==> src/rvExecPkg.sv <==
// Shared types, operation codes and CSR addresses, imported by every execute-stage file
package rvExecPkg;

    ////////////////////////////////////////////////////////////
    // Field widths
    typedef logic [31:0] wordT;                 // Data or address word
    typedef logic [4:0]  regIdxT;               // Register index
    typedef logic [11:0] csrAddrT;              // CSR address
    typedef logic [3:0]  byteEnT;               // Memory byte enables

    typedef enum logic [1:0] {
        unitInt, unitBranch, unitMem, unitCsr
    } unitSelT;

    // Generic codes, meaning given by the unit select
    typedef enum logic [3:0] {
        op0, op1, op2, op3, op4, op5, op6, op7, op8, op9
    } execOpT;

    ////////////////////////////////////////////////////////////
    // Per-unit names for the shared codes
    localparam execOpT opAdd = op0, opSub = op1, opSlt = op2, opSltu = op3;
    localparam execOpT opXor = op4, opOr = op5, opAnd = op6;
    localparam execOpT opSll = op7, opSrl = op8, opSra = op9;

    localparam execOpT opBeq = op0, opBne = op1, opBlt = op2, opBltu = op3;
    localparam execOpT opBge = op4, opBgeu = op5, opJal = op6, opJalr = op7;

    localparam execOpT opLb = op0, opLbu = op1, opLh = op2, opLhu = op3;
    localparam execOpT opLw = op4, opSb = op5, opSh = op6, opSw = op7;

    localparam execOpT opCsrrw = op0, opCsrrwi = op1, opCsrrs = op2;
    localparam execOpT opCsrrsi = op3, opCsrrc = op4, opCsrrci = op5;

    typedef enum logic [1:0] {
        csrNone, csrWrite, csrSet, csrClear
    } csrOpT;

    typedef enum logic [1:0] {
        stIdle, stExec, stMemWait, stWriteBack
    } execStateT;

    ////////////////////////////////////////////////////////////
    // Supported CSRs
    localparam csrAddrT csrMscratch  = 12'h340;
    localparam csrAddrT csrMcycle    = 12'hB00;
    localparam csrAddrT csrMinstret  = 12'hB02;
    localparam csrAddrT csrMcycleH   = 12'hB80;
    localparam csrAddrT csrMinstretH = 12'hB82;

endpackage
==> src/execBusIf.sv <==
// Registered operation bus from the control FSM to the data units of the execute stage
interface execBusIf import rvExecPkg::*; ();

    wordT    opA;                               // First operand
    wordT    opB;                               // Second operand, CSR fields for CSR ops
    wordT    offset;                            // Immediate offset or store data
    wordT    npc;                               // Next PC
    unitSelT unitSel;                           // Target unit
    execOpT  op;                                // Code within the unit
    regIdxT  rd;                                // Destination register

    // Control FSM drives the registered fields
    modport ctrl (
        output opA, opB, offset, npc, unitSel, op, rd
    );

    // Data units only look
    modport unit (
        input opA, opB, offset, npc, unitSel, op, rd
    );

endinterface

==> src/execStage.sv <==
// RV32I execute stage top level joining the control FSM, the data units and the counters
module execStage import rvExecPkg::*; #(
    parameter int COUNTER_WIDTH = 64
) (
    input  logic    clk,
    input  logic    arstN,
    input  logic    issueValid,
    input  unitSelT issueUnit,
    input  execOpT  issueOp,
    input  wordT    issueOpA,
    input  wordT    issueOpB,
    input  wordT    issueOffset,
    input  wordT    issueNpc,
    input  regIdxT  issueRd,
    output logic    memRead,
    output logic    memWrite,
    output wordT    memAddr,
    output byteEnT  memByteEn,
    output wordT    memWdata,
    input  logic    memRvalid,
    input  wordT    memRdata,
    output logic    wbValid,
    output logic    wbWe,
    output regIdxT  wbRd,
    output wordT    wbData,
    output logic    jumpValid,
    output wordT    jumpAddr,
    output logic    busy
);

    wordT   intResult, jumpTarget, linkValue, loadValue, csrResult;
    wordT   unitAddr, unitWdata, rdataToUnit;
    byteEnT unitByteEn;
    logic   jumpTaken, linkWe, isLoad, csrWe, csrCommit, retire;
    logic [COUNTER_WIDTH-1:0] cycleCount, instretCount;

    execBusIf bus ();

    execControl ctrl_inst (
        .clk, .arstN, .issueValid, .issueUnit, .issueOp, .issueOpA, .issueOpB,
        .issueOffset, .issueNpc, .issueRd, .bus(bus.ctrl),
        .intResult, .jumpTaken, .jumpTarget, .linkValue, .linkWe,
        .memAddr(unitAddr), .memByteEn(unitByteEn), .memWdata(unitWdata),
        .isLoad, .loadValue, .csrResult, .csrWe, .memRvalid, .memRdata,
        .memRead, .memWrite, .memAddrOut(memAddr), .memByteEnOut(memByteEn),
        .memWdataOut(memWdata), .rdataToUnit, .wbValid, .wbWe, .wbRd, .wbData,
        .jumpValid, .jumpAddr, .busy, .csrCommit, .retire
    );

    retireCounter #(.COUNTER_WIDTH(COUNTER_WIDTH)) counter_inst (
        .clk, .arstN, .retire, .cycleCount, .instretCount
    );

    ////////////////////////////////////////////////////////////
    // Data units
    integerUnit int_inst (.bus(bus.unit), .result(intResult));

    branchUnit branch_inst (
        .bus(bus.unit), .jumpTaken, .jumpTarget, .linkValue, .linkWe
    );

    memAccessUnit mem_inst (
        .bus(bus.unit), .rdata(rdataToUnit), .memAddr(unitAddr),
        .memByteEn(unitByteEn), .memWdata(unitWdata), .isLoad, .loadValue
    );

    csrUnit #(.COUNTER_WIDTH(COUNTER_WIDTH)) csr_inst (
        .clk, .arstN, .bus(bus.unit), .csrCommit, .cycleCount, .instretCount,
        .csrResult, .csrWe
    );

endmodule

==> src/execControl.sv <==
// Execute-stage control FSM capturing issues, waiting on memory and driving the strobes
module execControl import rvExecPkg::*; (
    input  logic    clk,
    input  logic    arstN,
    input  logic    issueValid,
    input  unitSelT issueUnit,
    input  execOpT  issueOp,
    input  wordT    issueOpA,
    input  wordT    issueOpB,
    input  wordT    issueOffset,
    input  wordT    issueNpc,
    input  regIdxT  issueRd,
    execBusIf.ctrl  bus,
    input  wordT    intResult,
    input  logic    jumpTaken,
    input  wordT    jumpTarget,
    input  wordT    linkValue,
    input  logic    linkWe,
    input  wordT    memAddr,
    input  byteEnT  memByteEn,
    input  wordT    memWdata,
    input  logic    isLoad,
    input  wordT    loadValue,
    input  wordT    csrResult,
    input  logic    csrWe,
    input  logic    memRvalid,
    input  wordT    memRdata,
    output logic    memRead,
    output logic    memWrite,
    output wordT    memAddrOut,
    output byteEnT  memByteEnOut,
    output wordT    memWdataOut,
    output wordT    rdataToUnit,
    output logic    wbValid,
    output logic    wbWe,
    output regIdxT  wbRd,
    output wordT    wbData,
    output logic    jumpValid,
    output wordT    jumpAddr,
    output logic    busy,
    output logic    csrCommit,
    output logic    retire
);

    execStateT state;
    logic      memOp;                           // Memory unit selected
    logic      inExec;
    wordT      exData;                          // Write-back value by unit
    logic      exWe;

    assign memOp        = (bus.unitSel == unitMem);
    assign inExec       = (state == stExec);
    assign memRead      = inExec && memOp && isLoad;  // One cycle, t+1
    assign memWrite     = inExec && memOp && !isLoad;
    assign memAddrOut   = memAddr;
    assign memByteEnOut = memByteEn;
    assign memWdataOut  = memWdata;
    assign rdataToUnit  = memRdata;             // Extended before registering
    assign csrCommit    = inExec && (bus.unitSel == unitCsr);
    assign retire       = (state == stWriteBack); // Includes stores
    assign busy         = (state != stIdle);

    always_comb begin
        case (bus.unitSel)
            unitBranch: begin
                exData = linkValue;
                exWe   = linkWe;                // Plain branches write nothing
            end
            unitCsr: begin
                exData = csrResult;
                exWe   = csrWe;
            end
            default: begin
                exData = intResult;
                exWe   = 1'b1;
            end
        endcase
    end

    ////////////////////////////////////////////////////////////
    // FSM and strobes
    always_ff @(posedge clk or negedge arstN) begin
        if (!arstN) begin
            state     <= stIdle;
            wbValid   <= 1'b0;
            wbWe      <= 1'b0;
            jumpValid <= 1'b0;
        end else begin
            wbValid   <= 1'b0;                  // Strobes last one cycle
            wbWe      <= 1'b0;
            jumpValid <= 1'b0;
            case (state)
                stIdle: begin
                    if (issueValid) begin
                        state <= stExec;
                    end
                end
                stExec: begin
                    if (memOp && isLoad) begin
                        state <= stMemWait;
                    end else begin
                        state     <= stWriteBack;
                        wbValid   <= !memOp;    // Stores retire silently
                        wbWe      <= !memOp && exWe;
                        jumpValid <= (bus.unitSel == unitBranch) && jumpTaken;
                    end
                end
                stMemWait: begin
                    if (memRvalid) begin
                        state   <= stWriteBack;
                        wbValid <= 1'b1;
                        wbWe    <= 1'b1;
                    end
                end
                default: state <= stIdle;       // Write-back lasts one cycle
            endcase
        end
    end

    ////////////////////////////////////////////////////////////
    // Operation and result registers
    always_ff @(posedge clk) begin
        if ((state == stIdle) && issueValid) begin
            bus.opA     <= issueOpA;
            bus.opB     <= issueOpB;
            bus.offset  <= issueOffset;
            bus.npc     <= issueNpc;
            bus.unitSel <= issueUnit;
            bus.op      <= issueOp;
            bus.rd      <= issueRd;
        end
        if (inExec) begin
            wbRd     <= bus.rd;
            wbData   <= exData;
            jumpAddr <= jumpTarget;
        end else if ((state == stMemWait) && memRvalid) begin
            wbData <= loadValue;                // Memory response
        end
    end

endmodule

==> src/retireCounter.sv <==
// Cycle and retired-instruction counters feeding mcycle and minstret
module retireCounter import rvExecPkg::*; #(
    parameter int COUNTER_WIDTH = 64
) (
    input  logic                     clk,
    input  logic                     arstN,
    input  logic                     retire,
    output logic [COUNTER_WIDTH-1:0] cycleCount,
    output logic [COUNTER_WIDTH-1:0] instretCount
);

    always_ff @(posedge clk or negedge arstN) begin
        if (!arstN) begin
            cycleCount   <= '0;
            instretCount <= '0;
        end else begin
            cycleCount <= cycleCount + 1'b1;    // Every cycle
            if (retire) begin
                instretCount <= instretCount + 1'b1;
            end
        end
    end

endmodule

==> src/csrUnit.sv <==
// CSR unit decoding read, write, set and clear, holding mscratch and reading the counters
module csrUnit import rvExecPkg::*; #(
    parameter int COUNTER_WIDTH = 64
) (
    input  logic                     clk,
    input  logic                     arstN,
    execBusIf.unit                   bus,
    input  logic                     csrCommit,
    input  logic [COUNTER_WIDTH-1:0] cycleCount,
    input  logic [COUNTER_WIDTH-1:0] instretCount,
    output wordT                     csrResult,
    output logic                     csrWe
);

    csrAddrT addr;                              // opB[11:0]
    regIdxT  srcField;                          // rs1 or immediate, opB[16:12]
    csrOpT   csrOp;
    wordT    src;
    wordT    newValue;
    wordT    mscratch;
    logic    doWrite;

    assign addr     = bus.opB[11:0];
    assign srcField = bus.opB[16:12];
    assign csrWe    = (bus.rd != '0);

    always_comb begin
        case (bus.op)
            opCsrrw, opCsrrwi: csrOp = csrWrite;
            opCsrrs, opCsrrsi: csrOp = csrSet;
            opCsrrc, opCsrrci: csrOp = csrClear;
            default:           csrOp = csrNone;
        endcase
        case (bus.op)
            opCsrrwi, opCsrrsi, opCsrrci: src = {27'b0, srcField}; // Immediate forms
            default:                      src = bus.opA;
        endcase
    end

    ////////////////////////////////////////////////////////////
    // Read old value, build new one
    always_comb begin
        case (addr)
            csrMscratch:  csrResult = mscratch;
            csrMcycle:    csrResult = cycleCount[31:0];
            csrMcycleH:   csrResult = wordT'(cycleCount >> 32);
            csrMinstret:  csrResult = instretCount[31:0];
            csrMinstretH: csrResult = wordT'(instretCount >> 32);
            default:      csrResult = '0;
        endcase
        case (csrOp)
            csrSet:   newValue = csrResult | src;
            csrClear: newValue = csrResult & ~src;
            default:  newValue = src;
        endcase
        // Set and clear with a zero field only read
        doWrite = (csrOp == csrWrite) || ((csrOp != csrNone) && (srcField != '0));
    end

    always_ff @(posedge clk or negedge arstN) begin
        if (!arstN) begin
            mscratch <= '0;
        end else if (csrCommit && doWrite && (addr == csrMscratch)) begin
            mscratch <= newValue;               // Counters stay read-only
        end
    end

endmodule

==> src/memAccessUnit.sv <==
// Memory access unit forming store lanes and byte enables and extending load data
module memAccessUnit import rvExecPkg::*; (
    execBusIf.unit bus,
    input  wordT   rdata,
    output wordT   memAddr,
    output byteEnT memByteEn,
    output wordT   memWdata,
    output logic   isLoad,
    output wordT   loadValue
);

    logic [1:0] lane;                           // Byte offset in word
    wordT       shifted;                        // Read word moved to lane 0

    assign memAddr = bus.opA + bus.opB;         // Issuer keeps it aligned
    assign lane    = memAddr[1:0];
    assign shifted = rdata >> {lane, 3'b000};

    always_comb begin
        case (bus.op)
            opLb, opLbu, opLh, opLhu, opLw: isLoad = 1'b1;
            default:                        isLoad = 1'b0;
        endcase
    end

    ////////////////////////////////////////////////////////////
    // Store side, data comes in offset
    always_comb begin
        case (bus.op)
            opSb: begin
                memByteEn = byteEnT'(4'b0001 << lane);
                memWdata  = {24'b0, bus.offset[7:0]} << {lane, 3'b000};
            end
            opSh: begin
                memByteEn = byteEnT'(4'b0011 << lane);
                memWdata  = {16'b0, bus.offset[15:0]} << {lane, 3'b000};
            end
            opSw: begin
                memByteEn = 4'b1111;
                memWdata  = bus.offset;
            end
            default: begin                      // Loads write nothing
                memByteEn = 4'b0000;
                memWdata  = '0;
            end
        endcase
    end

    ////////////////////////////////////////////////////////////
    // Load side
    always_comb begin
        case (bus.op)
            opLb:    loadValue = {{24{shifted[7]}}, shifted[7:0]};
            opLbu:   loadValue = {24'b0, shifted[7:0]};
            opLh:    loadValue = {{16{shifted[15]}}, shifted[15:0]};
            opLhu:   loadValue = {16'b0, shifted[15:0]};
            default: loadValue = rdata;         // LW
        endcase
    end

endmodule

==> src/branchUnit.sv <==
// Combinational branch unit computing the condition, jump target and link value
module branchUnit import rvExecPkg::*; (
    execBusIf.unit bus,
    output logic   jumpTaken,
    output wordT   jumpTarget,
    output wordT   linkValue,
    output logic   linkWe
);

    wordT regTarget;                            // JALR base plus offset
    logic isJump;                               // Unconditional

    assign regTarget = bus.opA + bus.opB;
    assign isJump    = (bus.op == opJal) || (bus.op == opJalr);
    assign linkValue = bus.npc + 32'd4;         // Return address
    assign linkWe    = isJump;                  // Only jumps write rd

    ////////////////////////////////////////////////////////////
    // Condition
    always_comb begin
        case (bus.op)
            opBeq:   jumpTaken = (bus.opA == bus.opB);
            opBne:   jumpTaken = (bus.opA != bus.opB);
            opBlt:   jumpTaken = ($signed(bus.opA) < $signed(bus.opB));
            opBltu:  jumpTaken = (bus.opA < bus.opB);
            opBge:   jumpTaken = ($signed(bus.opA) >= $signed(bus.opB));
            opBgeu:  jumpTaken = (bus.opA >= bus.opB);
            default: jumpTaken = isJump;        // JAL, JALR always
        endcase
    end

    ////////////////////////////////////////////////////////////
    // Target
    always_comb begin
        if (bus.op == opJalr) begin
            jumpTarget = {regTarget[31:1], 1'b0}; // Bit 0 cleared
        end else begin
            jumpTarget = bus.npc + bus.offset;  // PC relative
        end
    end

endmodule

==> src/integerUnit.sv <==
// Combinational integer unit for arithmetic, compare, logic and shift operations
module integerUnit import rvExecPkg::*; (
    execBusIf.unit bus,
    output wordT   result
);

    logic [4:0] shamt;                          // Shift amount

    assign shamt = bus.opB[4:0];

    always_comb begin
        case (bus.op)
            opSub:   result = bus.opA - bus.opB;
            opSlt:   result = wordT'($signed(bus.opA) < $signed(bus.opB));
            opSltu:  result = wordT'(bus.opA < bus.opB);
            opXor:   result = bus.opA ^ bus.opB;
            opOr:    result = bus.opA | bus.opB;
            opAnd:   result = bus.opA & bus.opB;
            opSll:   result = bus.opA << shamt;
            opSrl:   result = bus.opA >> shamt;
            opSra:   result = wordT'($signed(bus.opA) >>> shamt); // Keeps sign bit
            default: result = bus.opA + bus.opB; // ADD and unused codes
        endcase
    end

endmodule

==> config.mk <==
export PLATFORM = sky130hd
export DESIGN_NAME = execStage
export DESIGN_NICKNAME = d
export VERILOG_FILES = /design/src/rvExecPkg.sv /design/src/execBusIf.sv /design/src/execStage.sv /design/src/execControl.sv /design/src/retireCounter.sv /design/src/csrUnit.sv /design/src/memAccessUnit.sv /design/src/branchUnit.sv /design/src/integerUnit.sv
export SDC_FILE = /design/constraint.sdc
export NUM_CORES = 1
export LEC_CHECK = 0
export CAP_MARGIN = 20
export CORE_MARGIN = 2
export CORE_UTILIZATION = 33
export CTS_CLUSTER_DIAMETER = 60
export DETAILED_ROUTE_END_ITERATION = 10
export DONT_BUFFER_PORTS = 1
export PLACE_DENSITY = 0.49
export SLEW_MARGIN = 15
export SYNTH_ARGS = -nofsm -noshare
export SYNTH_HDL_FRONTEND = slang
export SYNTH_HIERARCHICAL = 1
export SYNTH_SLANG_ARGS = --single-unit
export TNS_END_PERCENT = 5
==> constraint.sdc <==
create_clock -name clk -period 8.4 [get_ports clk]
set_input_delay 0.42 -clock clk [delete_from_list [all_inputs] [get_ports clk]]
set_output_delay 0.42 -clock clk [all_outputs]
set_load 0.02 [all_outputs]
# Word level (Yosys, flattened, before mapping)
# Cells that the tools add are included.
# W data, S select, Z words.
[op_classes]
n_addsub = 6
multipliers = 0
div = 0
magnitude_cmp = 4
n_eq_ne = 27
shift = 8
muxes = 26
bitwise_logic = 6
reduce_logical = 29
[ops]
columns = ["operator", "count"]
rows = [
  ["$pmux W32 S9", 1],
  ["$pmux W32 S5", 1],
  ["$add A64 B1 Y64 const B", 2],
  ["$mux W32", 4],
  ["$pmux W32 S2", 2],
  ["$pmux W32 S4", 1],
  ["$pmux W32 S3", 1],
  ["$add A32 B32 Y32", 2],
  ["$and A32 B32 Y32", 2],
  ["$ge A32 B32 Y1", 2],
  ["$lt A32 B32 Y1", 2],
  ["$or A32 B32 Y32", 2],
  ["$eq A12 B12 Y1 const B", 4],
  ["$add A32 B3 Y32 const B", 1],
  ["$eq A32 B32 Y1", 1],
  ["$ne A32 B32 Y1", 1],
  ["$not A32 Y32", 1],
  ["$shl A16 B5 Y32", 1],
  ["$shl A32 B5 Y32", 1],
  ["$shl A8 B5 Y32", 1],
  ["$shr A32 B5 Y16", 1],
  ["$shr A32 B5 Y32", 1],
  ["$sshr A32 B5 Y32", 1],
  ["$sub A32 B32 Y32", 1],
  ["28 further kinds", 69],
]
[totals]
register_bits = 373
latchBits = 0
ramBits = 0
rom_bits = 0
input_bits = 175
output_inout_bits = 143
wordCells = 124
n_memories = 0

# Longest topological paths before layout
[logic_depth]
depth_word = 8
ltp_mapped = 19
depth_no_buf = 16

# Cells and area by module
# Netlist, hierarchy kept.
[by_module_without_submodules]
columns = ["module", "n_inst", "cells_each", "area_per_inst_um2", "seq_area_each_um2"]
rows = [
  ["integerUnit", 1, 1256, 9125.0, 0.0],
  ["execControl", 1, 487, 8403.1, 6371.1],
  ["retireCounter", 1, 542, 5774.3, 3203.1],
  ["branchUnit", 1, 729, 4969.8, 0.0],
  ["csrUnit", 1, 345, 3234.4, 800.8],
  ["memAccessUnit", 1, 457, 3040.4, 0.0],
]

# Worst setup path before layout
# No wires, ideal clock.
[synth_path]
path_type = "reg-to-reg"
start = "register ctrl_inst.bus.opB[2]"
end = "register ctrl_inst.wbData[27] (data pin)"
setup_ns = 0.260
arrival_ns = 4.177
t_required_ns = 8.140
path_slack_ns = 3.964
stages_incl_launch_ff = 20
path_buffers = 5
synth_period_minus_slack_ns = 4.436
path_cell_list = "edfxtp_1 -> inv_1 -> buf_2 -> buf_2 -> buf_2 -> buf_2 -> ha_1 -> buf_6 -> nor2_1 -> a221oi_2 -> nor3b_2 -> o31ai_2 -> a21o_1 -> o41a_1 -> o41ai_1 -> nand3b_1 -> a211o_1 -> nor2_1 -> a21oi_1 -> mux2_2"
[synth_via]
elab_chain_cells = 4
elab_cells_between_ends = 14
cone_classes = "add/sub (2); eq/ne (5); shift (3); mux (4)"
[synth_rtl]
columns = ["item", "line_no", "rtl"]
rows = [
  ["start, declared", "execBusIf.sv:14", "output opA, opB, offset, npc, unitSel, op, rd"],
  ["start signal, assigned", "execControl.sv:125", "bus.opB <= issueOpB;"],
  ["$add A32 B32 Y32, or another cell as far along", "integerUnit.sv:22", "default: result = bus.opA + bus.opB;"],
  ["$pmux W32 S9 (*)", "integerUnit.sv:12", "case (bus.op)"],
  ["net intResult[27]", "execStage.sv:31", "wordT intResult, jumpTarget, linkValue, loadValue, csrResult;"],
  ["$pmux W32 S2 (*)", "execControl.sv:64", "case (bus.unitSel)"],
  ["$mux W32 (*)", "execControl.sv:132", "if (inExec) begin"],
  ["end signal, assigned", "execControl.sv:134", "wbData <= exData;"],
  ["end signal, assigned", "execControl.sv:137", "wbData <= loadValue;"],
  ["end, declared", "execControl.sv:37", "output wordT wbData,"],
]
# The timed path passes the listed nets; every way through them passes the cells marked *.
# A chain may end at the register's enable or synchronous reset.

# Worst setup path in the final report
[layout_path]
start = "register ctrl_inst.bus.opB[1]"
end = "output port memWdata[17]"
[layout_via]
elab_chain_cells = 3
elab_cells_between_ends = 4
cone_classes = "add/sub (1); shift (2); mux (1)"
[layout_rtl]
columns = ["item", "line_no", "rtl"]
rows = [
  ["$add A32 B32 Y32 (*)", "memAccessUnit.sv:15", "assign memAddr = bus.opA + bus.opB;"],
  ["net memAddr[1]", "execStage.sv:17", "output wordT memAddr,"],
  ["$shl A16 B5 Y32 or $shl A8 B5 Y32 (tied branches)", "memAccessUnit.sv:36, memAccessUnit.sv:32", ""],
  ["$pmux W32 S3 (*)", "memAccessUnit.sv:29", "case (bus.op)"],
  ["end, declared", "execStage.sv:19", "output wordT memWdata,"],
]
# Marked as above.

==> impl_metrics.ini <==
[route]
drt_iter0_drc = 3418
drc = 0
drt_pass1_iterations = 7
detail-route-antenna-nets = 0
vias = 31091
wire_per_inst_um = 28.1
wl_mm = 147
via_per_inst = 5.95

[place]
gp_congestion = 0.961
io_buffers = 0
hpwl_mm = 110

[worst_setup_path]
end_kind = output pin
crit_path_top_delay_cell = nor4_2
r2r-end = ctrl_inst/wbData[28]$_DFFE_PP_
critPathMaxFanout = 45
reg2reg_slack_ps = 3370
crit_path_start_kind = flop
worst_r2r_path_depth = 16
path_class = flop to output pin
crit-reg2reg-launch = ctrl_inst/bus.opB[2]$_DFFE_PP_
cpPeakStageDelay_ps = 800
cp_cell_sequence = buf_4 > buf_4 > inv_1 > fa_1 > buf_4 > inv_2 > nor4_2 > a22oi_1 > o21ai_0
cp_common_cell = buf_4
worst_ep_arrival_time_ps = 4980
worstPathRequired_ps = 7980

[clocking]
cts.clk_slew.worst_paths_ps = 60
cts_buffers = 53
cts_tree = built
cts_sinks = 373
root_buffer = clkbuf_16
h-tree-depth = 2
clock_latency_ps = 650
clockBufferDepth = 3

[synth]
synth-async-reset-ratio_pct = 44.2
syn_area_um2 = 34500
ys.warnings.count = 6
syn-num-nets = 4225
synth.top_cells.by_count = nor2_1, a21oi_1, nand2_1
ys_seq_area_share_pct = 30.0
syn_avg_cell_area_um2 = 9.05
synthFlopType = edfxtp_1
netlist.area_leader.share_pct = 18.1
synth_cells = 3816
synth_top_cell_by_area = edfxtp_1
synth_area_leaders = edfxtp_1, dfrtp_1, ha_1, mux4_2, a21oi_1
synth-edff-count = 208
yosysUniqueCellTypes = 116
ys_seq_elements = 373
synth.most_common_cell = nor2_1

[cells_and_area]
nFillCells = 10682
num-nets-final = 4206
layout-drive-gt1-share_pct = 11.1
syn2layout_area_growth_pct = 11.0

[sta]
tns_ps = 0
max_freq_ghz = 0.185
rsz0062_at_grt = no
setup_viol = 0
timing.slew.headroom_pct = 26.6
tightest_slew_ps = 1090
finClkSkew_ps = 28.5
final-hold-violation-count = 0
min_period_over_period_pct = 64.3
fin_crit_ps = 5400
drv_slew = 0

[global_route]
grt_overflow = 0
grt_max_degree = 166
grt_pass1_vias = 29419
grt_use_total_pct = 26.5
grt_pass1_wl_mm = 209
grt_antenna_before_repair = 6

[floorplan]
dieArea_um2 = 107000
die_h_um = 328
start_util_pct = 33.3
core_um2 = 104000
ios = 318
rows = 118
die_x_um = 328

[power]
p_leak_uw = 0.0156
vdd_ir_drop_max_mv = 0.169
power_uw = 10500
power_per_cell_area_nw_per_um2 = 273

[run]
drv_cap = 0

[hold_path]
hold_path_class = input pin to flop
worstHoldStart = memRvalid
min_to = ctrl_inst/state[0]$_DFFE_PN0P_
whs_path_depth = 2

[status]
status = finished clean
## flip-flops by register name, indices dropped and copies added, names as in the netlist
| signal | count |
|---|---|
| ctrl_inst/bus.op | 4 |
| ctrl_inst/bus.offset | 32 |
| counter_inst/cycleCount | 64 |
| ctrl_inst/wbData | 32 |
| ctrl_inst/state | 2 |
| ctrl_inst/wbWe | 1 |
| csr_inst/mscratch | 32 |
| ctrl_inst/jumpValid | 1 |
| ctrl_inst/wbValid | 1 |
| ctrl_inst/wbRd | 5 |
| counter_inst/instretCount | 64 |
| ctrl_inst/bus.npc | 32 |
| ctrl_inst/bus.unitSel | 2 |
| ctrl_inst/bus.opA | 32 |
| ctrl_inst/jumpAddr | 32 |
| ctrl_inst/bus.rd | 5 |
| ctrl_inst/bus.opB | 32 |
## worst max-delay path by stage
stage / cells after the start / startpoint / slack [ps] / end
2_1_floorplan: 19 / ctrl_inst/bus.opB[2]$_DFFE_PP_ / 3960 / ctrl_inst/wbData[27]$_DFFE_PP_
3_3_place_gp: 16 / ctrl_inst/bus.opB[2]$_DFFE_PP_ / 3540 / ctrl_inst/wbData[28]$_DFFE_PP_
3_5_place_dp: 16 / ctrl_inst/bus.opB[2]$_DFFE_PP_ / 3520 / ctrl_inst/wbData[28]$_DFFE_PP_
4_1_cts: 9 / ctrl_inst/bus.opB[1]$_DFFE_PP_ / 3070 / memWdata[17]
5_1_grt: 9 / ctrl_inst/bus.opB[1]$_DFFE_PP_ / 2830 / memWdata[17]
6_report: 9 / ctrl_inst/bus.opB[1]$_DFFE_PP_ / 3000 / memWdata[17]
## stage by stage
| step | worst slack (ps) | cell area, µm² | hold WS (ps) | utilization, % | std cells |
|---|---|---|---|---|---|
| floorplan | 3960 | 34500 | 124 | - | 3816 |
| global placement | 3540 | 35100 | 129 | 33.9 | 4980 |
| detailed placement | 3520 | 35100 | 129 | 33.9 | 4980 |
| CTS | 3070 | 38300 | 40.7 | 37.0 | 5221 |
| global route | 2830 | 38300 | 80.6 | 37.0 | 5222 |
| finish | 3000 | 38300 | 95.6 | 37.0 | 5223 |
## cell families after synthesis
kind of cell	share of synthesized area, %
AOI/OAI and AO/OA	20.3
xor gates and xnor gates	6.19
adders and majority gates	8.58
buffers and inverters	7.83
DFF	30.0
muxes	10.6
and+or+nand+nor	16.5
## layer usage
| layer | vias up | share of wire, % | GRT usage [%] | wire [µm] |
|---|---|---|---|---|
| li1 | 14035 | - | - | - |
| met1 | 15413 | 40 | 33.8 | 59200 |
| met2 | 1369 | 47 | 43.7 | 69400 |
| met3 | 274 | 6.9 | 4.27 | 10100 |
| met4 | 0 | 5.4 | 12.6 | 7970 |
| met5 | - | 0 | 0 | 0 |
## timing repair
| item | in CTS | in global routing |
|---|---|---|
| hold buffers | 142 | 0 |
| buffers inserted | 0 | 0 |
| resized for setup | 0 | 0 |
| endpoints found under the hold margin | 306 | 0 |
## final cells by class
| type | instances | area (µm²) | area share [%] |
|---|---|---|---|
| Antenna cell | 2 | 5.00 | 0.0131 |
| Clock buffer | 58 | 1360 | 3.53 |
| Clock inverter | 41 | 418 | 1.09 |
| Inverter | 214 | 803 | 2.10 |
| Multi-Input combinational cell | 2920 | 21500 | 56.1 |
| Sequential cell | 373 | 10400 | 27.1 |
| Tap cell | 1380 | 1730 | 4.50 |
| Timing Repair Buffer | 235 | 2140 | 5.57 |
## power breakdown
group          switching, µW  internal (µW)  total, µW
registers                507           2400       2910
logic                   3490           1790       5280
clock network            974           1310       2290
total                   4970           5510      10500
## cells in the final DEF, fill, tap and decap left out, drive strengths merged, types with 18 or more instances in the layout
| master | instances |
|---|---|
| clkinv | 23 |
| and3 | 29 |
| edfxtp | 208 |
| a21o | 94 |
| or3 | 20 |
| nor2b | 38 |
| dlygate4sd3 | 141 |
| mux4 | 88 |
| clkbuf | 58 |
| nand3 | 100 |
| or2 | 23 |
| a21oi | 320 |
| and4 | 25 |
| a221oi | 31 |
| o211ai | 33 |
| dfrtp | 165 |
| o21ai | 166 |
| nand4 | 73 |
| buf | 94 |
| nor3 | 101 |
| ha | 229 |
| o21bai | 34 |
| nand2b | 22 |
| nor2 | 367 |
| a22oi | 40 |
| a31oi | 41 |
| a211o | 18 |
| o22ai | 38 |
| o21a | 21 |
| inv | 224 |
| nand2 | 261 |
| o31ai | 26 |
| mux2i | 117 |
| nor4 | 34 |
| xnor2 | 142 |
| mux2 | 45 |
| xor2 | 102 |
| a211oi | 34 |
## critical path, delay by kind of cell (launching register included)
kind                       cells  cell delay (ps)
and+or+nand+nor                1              800
AOI/OAI and AO/OA              2              830
adders and majority gates      1              520
DFF                            1              320
buffers and inverters          5             1810
Note: power is estimated with default switching activity, not from simulation.
